==> src/source/histPeakPkg.sv <==
package histPeakPkg;

    // coarse bin code and histogram size
    localparam int BIN_WIDTH = 4;
    localparam int NUM_BINS = 2 ** BIN_WIDTH;

    // fine window resolution
    localparam int FINE_WIDTH = 8;

    // per-bin counter, max SAMPLES_PER_PIXEL * ACQ_PER_FRAME so no wrap
    localparam int COUNT_WIDTH = 8;

    // pixel units in this build
    localparam int NUM_PIXELS = 4;
    localparam int PIXEL_WIDTH = 2;

    // input sweep shape
    localparam int SAMPLES_PER_PIXEL = 2;
    localparam int ACQ_PER_FRAME = 3;

    // position counter widths, kept at least one bit
    localparam int SAMPLE_CNT_WIDTH = (SAMPLES_PER_PIXEL > 1) ? $clog2(SAMPLES_PER_PIXEL) : 1;
    localparam int ACQ_CNT_WIDTH = (ACQ_PER_FRAME > 1) ? $clog2(ACQ_PER_FRAME) : 1;

    typedef logic [BIN_WIDTH-1:0] binCode_t;
    typedef logic [COUNT_WIDTH-1:0] count_t;
    typedef logic [FINE_WIDTH-1:0] fine_t;
    typedef logic [PIXEL_WIDTH-1:0] pixelIdx_t;

    // last positions of the nested counters
    localparam logic [SAMPLE_CNT_WIDTH-1:0] SAMPLE_LAST = SAMPLE_CNT_WIDTH'(SAMPLES_PER_PIXEL - 1);
    localparam logic [ACQ_CNT_WIDTH-1:0] ACQ_LAST = ACQ_CNT_WIDTH'(ACQ_PER_FRAME - 1);
    localparam pixelIdx_t PIXEL_LAST = pixelIdx_t'(NUM_PIXELS - 1);

    // window constants in fine units
    localparam fine_t HALF_WINDOW = fine_t'(2 ** (BIN_WIDTH - 1));
    localparam fine_t WINDOW_SPAN = fine_t'(2 * (2 ** (BIN_WIDTH - 1)));
    localparam fine_t FINE_MAX = fine_t'(2 ** FINE_WIDTH - 1);
    // fine all-ones minus coarse all-ones
    localparam fine_t TOP_LIMIT = fine_t'((2 ** FINE_WIDTH - 1) - (2 ** BIN_WIDTH - 1));

endpackage

==> src/source/histPeakTop.sv <==
`timescale 1ns/1ps

module histPeakTop import histPeakPkg::*; (
    input  logic      clk,
    input  logic      combin_res,
    // sample handshake
    input  logic      sampleReq,
    input  binCode_t  sampleBin,
    output logic      sampleAck,
    // result handshake
    output logic      resReq,
    output pixelIdx_t resPixel,
    output binCode_t  resPeakBin,
    output fine_t     resLower,
    output fine_t     resUpper,
    input  logic      resAck
);

    // router to units
    logic [NUM_PIXELS-1:0] binWrite;
    binCode_t              writeBin;
    logic                  frameDone;

    // units and drain
    binCode_t peakBins [NUM_PIXELS];
    logic     clearFrame;
    logic     drainIdle;

    sampleRouter i_sampleRouter (
        .clk        (clk),
        .combin_res (combin_res),
        .sampleReq  (sampleReq),
        .sampleBin  (sampleBin),
        .drainIdle  (drainIdle),
        .sampleAck  (sampleAck),
        .binWrite   (binWrite),
        .writeBin   (writeBin),
        .frameDone  (frameDone)
    );

    // one histogram per pixel
    for (genvar g = 0; g < NUM_PIXELS; g++) begin : g_pixel
        pixelHistogram i_pixelHistogram (
            .clk        (clk),
            .combin_res (combin_res),
            .binWrite   (binWrite[g]),
            .writeBin   (writeBin),
            .clearFrame (clearFrame),
            .peakBin    (peakBins[g])
        );
    end

    peakWindowDrain i_peakWindowDrain (
        .clk        (clk),
        .combin_res (combin_res),
        .frameDone  (frameDone),
        .peakBins   (peakBins),
        .resAck     (resAck),
        .drainIdle  (drainIdle),
        .clearFrame (clearFrame),
        .resReq     (resReq),
        .resPixel   (resPixel),
        .resPeakBin (resPeakBin),
        .resLower   (resLower),
        .resUpper   (resUpper)
    );

endmodule

==> src/source/peakWindowDrain.sv <==
`timescale 1ns/1ps

module peakWindowDrain import histPeakPkg::*; (
    input  logic      clk,
    input  logic      combin_res,
    input  logic      frameDone,
    // live peaks from the pixel units
    input  binCode_t  peakBins [NUM_PIXELS],
    // four-phase result side
    input  logic      resAck,
    output logic      drainIdle,
    output logic      clearFrame,
    output logic      resReq,
    output pixelIdx_t resPixel,
    output binCode_t  resPeakBin,
    output fine_t     resLower,
    output fine_t     resUpper
);

    typedef enum logic [1:0] {
        DRAIN_IDLE,
        // one cycle, clears the units
        DRAIN_CLEAR,
        // resReq high, waiting for ack
        DRAIN_REQ,
        // resReq low, waiting for ack to drop
        DRAIN_RELEASE
    } drainState_t;

    drainState_t state;
    drainState_t stateNext;

    // frame snapshot so the units can restart right away
    binCode_t  capturedPeaks [NUM_PIXELS];
    pixelIdx_t pixelSel;

    fine_t center;

    always_comb begin
        stateNext = state;
        case (state)
            DRAIN_IDLE: begin
                if (frameDone) begin
                    stateNext = DRAIN_CLEAR;
                end
            end
            DRAIN_CLEAR: begin
                stateNext = DRAIN_REQ;
            end
            DRAIN_REQ: begin
                if (resAck) begin
                    stateNext = DRAIN_RELEASE;
                end
            end
            DRAIN_RELEASE: begin
                if (!resAck) begin
                    // last pixel done, input may resume
                    stateNext = (pixelSel == PIXEL_LAST) ? DRAIN_IDLE : DRAIN_REQ;
                end
            end
            default: begin
                stateNext = DRAIN_IDLE;
            end
        endcase
    end

    always_ff @(posedge clk or negedge combin_res) begin
        if (!combin_res) begin
            state <= DRAIN_IDLE;
        end else begin
            state <= stateNext;
        end
    end

    // result index walks 0 to NUM_PIXELS-1
    always_ff @(posedge clk or negedge combin_res) begin
        if (!combin_res) begin
            pixelSel <= '0;
        end else if (state == DRAIN_CLEAR) begin
            pixelSel <= '0;
        end else if (state == DRAIN_RELEASE && !resAck && pixelSel != PIXEL_LAST) begin
            pixelSel <= pixelSel + 1'b1;
        end
    end

    // snapshot at the edge that sees frameDone
    always_ff @(posedge clk) begin
        if (state == DRAIN_IDLE && frameDone) begin
            capturedPeaks <= peakBins;
        end
    end

    // status straight from the state register
    assign drainIdle = (state == DRAIN_IDLE);
    assign clearFrame = (state == DRAIN_CLEAR);
    assign resReq = (state == DRAIN_REQ);

    assign resPixel = pixelSel;
    assign resPeakBin = capturedPeaks[pixelSel];

    // peak bin in fine units
    assign center = fine_t'(resPeakBin) << (FINE_WIDTH - BIN_WIDTH);

    // window rule, low clamp checked first
    always_comb begin
        if (center <= HALF_WINDOW) begin
            resLower = '0;
            resUpper = WINDOW_SPAN;
        end else if (center >= FINE_MAX - HALF_WINDOW) begin
            // unreachable with the default widths
            resLower = TOP_LIMIT - WINDOW_SPAN;
            resUpper = TOP_LIMIT;
        end else begin
            resLower = center - HALF_WINDOW;
            resUpper = center + HALF_WINDOW;
        end
    end

endmodule

==> src/source/pixelHistogram.sv <==
`timescale 1ns/1ps

module pixelHistogram import histPeakPkg::*; (
    input  logic     clk,
    input  logic     combin_res,
    // strobe for this unit only
    input  logic     binWrite,
    input  binCode_t writeBin,
    // frame-end clear from the drain
    input  logic     clearFrame,
    output binCode_t peakBin
);

    // bin counters, meaningful only where the valid flag is set
    count_t              binCount [NUM_BINS];
    logic [NUM_BINS-1:0] binValid;

    // running peak
    count_t peakCount;

    // count after the current write
    count_t nextCount;
    logic   newPeak;

    always_comb begin
        if (binValid[writeBin]) begin
            nextCount = binCount[writeBin] + 1'b1;
        end else begin
            // first hit of this bin in the frame
            nextCount = count_t'(1);
        end
    end

    // strictly greater, so on a tie the earlier bin keeps the peak
    assign newPeak = (nextCount > peakCount);

    // counter storage
    always_ff @(posedge clk) begin
        if (binWrite) begin
            binCount[writeBin] <= nextCount;
        end
    end

    // valid flags, cleared per frame instead of zeroing every counter
    always_ff @(posedge clk or negedge combin_res) begin
        if (!combin_res) begin
            binValid <= '0;
        end else if (clearFrame) begin
            binValid <= '0;
        end else if (binWrite) begin
            binValid[writeBin] <= 1'b1;
        end
    end

    // peak tracker, updated in the same edge as the count
    always_ff @(posedge clk or negedge combin_res) begin
        if (!combin_res) begin
            peakCount <= '0;
            peakBin <= '0;
        end else if (clearFrame) begin
            peakCount <= '0;
            peakBin <= '0;
        end else if (binWrite && newPeak) begin
            peakCount <= nextCount;
            peakBin <= writeBin;
        end
    end

endmodule

==> src/source/sampleRouter.sv <==
`timescale 1ns/1ps

module sampleRouter import histPeakPkg::*; (
    input  logic                  clk,
    input  logic                  combin_res,
    // four-phase sample side
    input  logic                  sampleReq,
    input  binCode_t              sampleBin,
    // drain back-pressure
    input  logic                  drainIdle,
    output logic                  sampleAck,
    // write port towards the pixel units
    output logic [NUM_PIXELS-1:0] binWrite,
    output binCode_t              writeBin,
    output logic                  frameDone
);

    // position inside the frame sweep
    logic [SAMPLE_CNT_WIDTH-1:0] sampleCnt;
    pixelIdx_t                   pixelCnt;
    logic [ACQ_CNT_WIDTH-1:0]    acqCnt;

    logic takeSample;
    logic lastSample;
    logic lastPixel;
    logic lastAcq;
    logic atFrameStart;

    // new request, drain free, and no frame end still in flight
    // (frameDone high means the drain has not yet seen this frame close)
    assign takeSample = sampleReq && !sampleAck && drainIdle && !frameDone;

    assign lastSample = (sampleCnt == SAMPLE_LAST);
    assign lastPixel = (pixelCnt == PIXEL_LAST);
    assign lastAcq = (acqCnt == ACQ_LAST);

    // counters only come back to all zero after the final write of a frame
    assign atFrameStart = (sampleCnt == '0) && (pixelCnt == '0) && (acqCnt == '0);

    // ack side of the handshake
    always_ff @(posedge clk or negedge combin_res) begin
        if (!combin_res) begin
            sampleAck <= 1'b0;
        end else if (takeSample) begin
            sampleAck <= 1'b1;
        end else if (!sampleReq) begin
            // release once req is seen low
            sampleAck <= 1'b0;
        end
    end

    // one-hot write strobe, single cycle
    always_ff @(posedge clk or negedge combin_res) begin
        if (!combin_res) begin
            binWrite <= '0;
        end else begin
            binWrite <= '0;
            if (takeSample) begin
                binWrite[pixelCnt] <= 1'b1;
            end
        end
    end

    // code travels with the strobe
    always_ff @(posedge clk) begin
        if (takeSample) begin
            writeBin <= sampleBin;
        end
    end

    // nested counters: sample, then pixel, then acquisition
    always_ff @(posedge clk or negedge combin_res) begin
        if (!combin_res) begin
            sampleCnt <= '0;
            pixelCnt <= '0;
            acqCnt <= '0;
        end else if (takeSample) begin
            if (!lastSample) begin
                sampleCnt <= sampleCnt + 1'b1;
            end else begin
                sampleCnt <= '0;
                if (!lastPixel) begin
                    pixelCnt <= pixelCnt + 1'b1;
                end else begin
                    pixelCnt <= '0;
                    // acquisition wrap restarts the sweep
                    if (!lastAcq) begin
                        acqCnt <= acqCnt + 1'b1;
                    end else begin
                        acqCnt <= '0;
                    end
                end
            end
        end
    end

    // frame end one edge after the last strobe
    always_ff @(posedge clk or negedge combin_res) begin
        if (!combin_res) begin
            frameDone <= 1'b0;
        end else begin
            frameDone <= (|binWrite) && atFrameStart;
        end
    end

endmodule
==> config.mk <==
export PLATFORM = sky130hd
export DESIGN_NAME = histPeakTop
export DESIGN_NICKNAME = d
export VERILOG_FILES = /design/src/source/histPeakPkg.sv /design/src/source/histPeakTop.sv /design/src/source/peakWindowDrain.sv /design/src/source/pixelHistogram.sv /design/src/source/sampleRouter.sv
export SDC_FILE = /design/constraint.sdc
export NUM_CORES = 1
export LEC_CHECK = 0
export BUFFER_PORTS_ARGS = -buffer_cell sky130_fd_sc_hd__buf_2
export CORE_UTILIZATION = 35
export DETAILED_ROUTE_END_ITERATION = 16
export GPL_ROUTABILITY_DRIVEN = 0
export PLACE_DENSITY = 0.47
export RECOVER_POWER = 25
export SLEW_MARGIN = 25
export SYNTH_ARGS = -nofsm -noshare
export SYNTH_HDL_FRONTEND = slang
export SYNTH_SLANG_ARGS = --single-unit
==> constraint.sdc <==
create_clock -name clk -period 11 [get_ports clk]
set_input_delay 2.2 -clock clk [delete_from_list [all_inputs] [get_ports clk]]
set_output_delay 2.2 -clock clk [all_outputs]
set_load 0.02 [all_outputs]
==> run_results.csv <==
group,metric,value,unit
timing,holdWs,453,ps
placed_design,dp_hpwl,38.1,mm
synthesis,synth.cell_area,27500,sq um
critical_path,crit_chain,"buf_12 > buf_4 > mux4_2 > mux4_2 > ha_1 > and2_1 > ha_1 > nor2b_1 > o21a_1 > o21ai_0 > a21oi_1 > o21a_1 > o2111ai_1 > o22ai_1 > buf_4 > nor2_4 > mux2i_1",
timing,fmax,169,MHz
detailed_routing,viasPerCell,5.07,
grt,grt_start_max_net_pins,90,
final_layout,final_cell_mix,"edfxtp_1 (532), mux4_2 (175), dfrtp_1 (127), clkbuf_16 (75), o21a_1 (67)",
clock_tree,cts_setup_buffers,0,
clock_tree,ctsHoldBuffers,0,
floorplan,num_io_pins,32,
grt,grtUsageTotal,16.4,%
flow_run,drv_cap,1,
synthesis,synthSimpleGateAreaFrac,5.12,%
timing,relSlewSlack,-207,%
detailed_routing,num_vias,13400,
floorplan,die_area,79700,sq um
timing,post-route-min-period,5910,ps
timing,hold_violations,0,
synthesis,async_flop_share,19.2,%
final_layout,final_cells,2655,
final_layout,syn_to_final_growth,13.5,%
critical_path,cp.arrival,6430,ps
floorplan,fp.dieW,282,um
critical_path,r2r_cells,17,
grt,antenna_found_initial,0,
detailed_routing,remaining_drc_errors,0,
floorplan,rows,102,
detailed_routing,ant_nets,0,
synthesis,yosysUniqueCellTypes,55,
synthesis,synth_top_family_by_area,"multiplexers",
floorplan,core_area,77600,sq um
critical_path,cp-end-kind,"flip-flop",
critical_path,critPathMaxFanout,35,
critical_path,crit_cells,17,
run_status,outcome,"finished, violations left",
final_layout,fin_nets,1609,
min_path,hold_depth,0,
critical_path,regToRegSetupSlack,5090,ps
power_and_ir_drop,power.density,179,nW/um^2
timing,rsz0062_at_grt,"false",
critical_path,cp-start-kind,"flip-flop",
run_status,violations,"capacitance limit, slew limit",
detailed_routing,avgRoutedWirePerCell,23.8,um
clock_tree,cts_resized,0,
final_layout,n_antenna_cell,0,
power_and_ir_drop,irDropWorstVdd,0.107,mV
clock_tree,cts_buffers,73,
grt,first_global_vias,14100,
grt,grt_pass1_wl,94.9,mm
placed_design,io_buffers,25,
floorplan,initial_utilization,35.4,%
synthesis,synth_xor_area_share,0.669,%
critical_path,cpPeakStageDelay,650,ps
final_layout,drive_above_1_share,21.9,%
timing,finalCritPeriodShare,53.7,%
critical_path,cp_num_buf_inv,3,
placed_design,placed_cells,2522,
synthesis,synth-edff-count,532,
critical_path,worst_ep_required_time,11520,ps
critical_path,crit_end,"g_pixel[1].i_pixelHistogram.peakBin[2]",
power_and_ir_drop,power,5.58,mW
timing,drv_slew,80,
detailed_routing,drt-initial-drc-count,974,
timing,finalSetupViolations,0,
timing,fin_ws,5090,ps
timing,worst_pin_slew,4600,ps
grt,grt-ovfl-total,0,
timing,fin_setup_tns,0,ps
synthesis,avgSynthCellArea,18.3,sq um
clock_tree,max-clock-path-buffers,3,
placed_design,pre_cts_slack,4720,ps
power_and_ir_drop,p_leak,11.0,nW
synthesis,synth-compound-area-share,3.70,%
clock_tree,clock_sinks,663,
detailed_routing,routed_wl,63.2,mm
synthesis,seq_area_frac_synth,69.9,%
synthesis,ys_ff_latch,663,
floorplan,die_height,282,um
critical_path,r2r_end,"g_pixel[1].i_pixelHistogram.peakBin[2]",
critical_path,cp_top_family,"multiplexers",
synthesis,synthCells,1506,
clock_tree,clockRootBuffer,"clkbuf_16",
clock_tree,insertion_delay,610,ps
critical_path,crit_path_top_delay_cell,"buf_4",
synthesis,synth_mux_area_share,16.5,%
critical_path,worstSetupPathType,"reg -> reg",
timing,fin_skew,28.2,ps
synthesis,synth_fa_ha_area_share,1.82,%
clock_tree,path_clk_slew,50,ps
detailed_routing,drt_pass1_iterations,6,
final_layout,final_common_cell,"edfxtp_1",
clock_tree,htreeDepth,3,
min_path,hp-class,"reg -> reg",
synthesis,yosysWarnings,0,
synthesis,synthFlopType,"edfxtp_1",
clock_tree,cts_tree,"built",
-- final cells by class --
| type | count | area (sq um) |
|---|---|---|
| Clock buffer | 99 | 2040 |
| Clock inverter | 30 | 328 |
| Fill cell | 7087 | 46400 |
| Inverter | 46 | 173 |
| Multi-Input combinational cell | 717 | 7690 |
| Sequential cell | 663 | 19200 |
| Tap cell | 1040 | 1300 |
| Timing Repair Buffer | 60 | 423 |
-- how the worst min path moves through the flow --
| stage | slack [ps] | to | startpoint |
|---|---|---|---|
| after floorplan | 420 | i_peakWindowDrain.capturedPeaks[12] | g_pixel[0].i_pixelHistogram.peakBin[0] |
| after global placement | 440 | i_peakWindowDrain.capturedPeaks[7] | g_pixel[2].i_pixelHistogram.peakBin[3] |
| after detailed placement | 440 | i_peakWindowDrain.capturedPeaks[7] | g_pixel[2].i_pixelHistogram.peakBin[3] |
| after CTS | 460 | i_peakWindowDrain.capturedPeaks[7] | g_pixel[2].i_pixelHistogram.peakBin[3] |
| after global routing | 470 | i_peakWindowDrain.capturedPeaks[7] | g_pixel[2].i_pixelHistogram.peakBin[3] |
| final | 450 | i_peakWindowDrain.capturedPeaks[7] | g_pixel[2].i_pixelHistogram.peakBin[3] |
-- state kept, by name, indices dropped and copies added, names as in the netlist, named ones only --
register                            count
g_pixel.i_pixelHistogram.binCount     512
g_pixel.i_pixelHistogram.binValid      64
g_pixel.i_pixelHistogram.peakCount     32
g_pixel.i_pixelHistogram.peakBin       16
i_peakWindowDrain.capturedPeaks        16
i_sampleRouter.binWrite                 4
i_sampleRouter.writeBin                 4
i_peakWindowDrain.resPixel              2
i_peakWindowDrain.state                 2
i_sampleRouter.acqCnt                   2
i_sampleRouter.pixelCnt                 2
i_sampleRouter.frameDone                1
i_sampleRouter.lastSample               1
i_sampleRouter.sampleAck                1
-- Yosys cell counts, types with 15 or more instances --
cell | count | share of area [%]
edfxtp_1 | 532 | 58
mux4_2 | 175 | 14
dfrtp_1 | 127 | 12
and2_1 | 86 | 2.0
o21a_1 | 67 | 1.8
nor2_1 | 56 | 0.76
nand2_1 | 53 | 0.72
mux2i_1 | 49 | 1.8
inv_1 | 44 | 0.60
ha_1 | 40 | 1.8
clkbuf_1 | 37 | 0.51
a21oi_1 | 19 | 0.35
buf_2 | 18 | 0.33
o21ai_0 | 15 | 0.27
-- logic make-up after synthesis --
kind of cell / after synthesis
flops: 663
simple gates: 271
mux: 234
compound gates: 145
buf+inv: 131
fa+ha+maj: 40
xor+xnor: 21
other cells: 1
-- power by group --
part           leakage (nW)  internal, mW  total, mW  switching, mW
combinational          3.02         0.155      0.365          0.210
sequential             6.79          2.74       2.78         0.0454
clock                  1.16          1.46       2.43          0.970
total                  11.0          4.35       5.58           1.23
-- through the flow --
| step | instance area (sq um) | util [%] |
|---|---|---|
| 2_1_floorplan | 27500 | - |
| 3_3_place_gp | 28800 | 37.1 |
| 3_5_place_dp | 28800 | 37.1 |
| 4_1_cts | 31100 | 40.1 |
| 5_1_grt | 31200 | 40.2 |
| 6_report | 31200 | 40.2 |
-- routing by layer --
layer	part of all wire, %	GRT usage, %
met5	0	0
met4	1.6	4.13
met3	3.9	2.88
met2	49	26.6
met1	46	22.8
(Power assumes the default switching activity.)
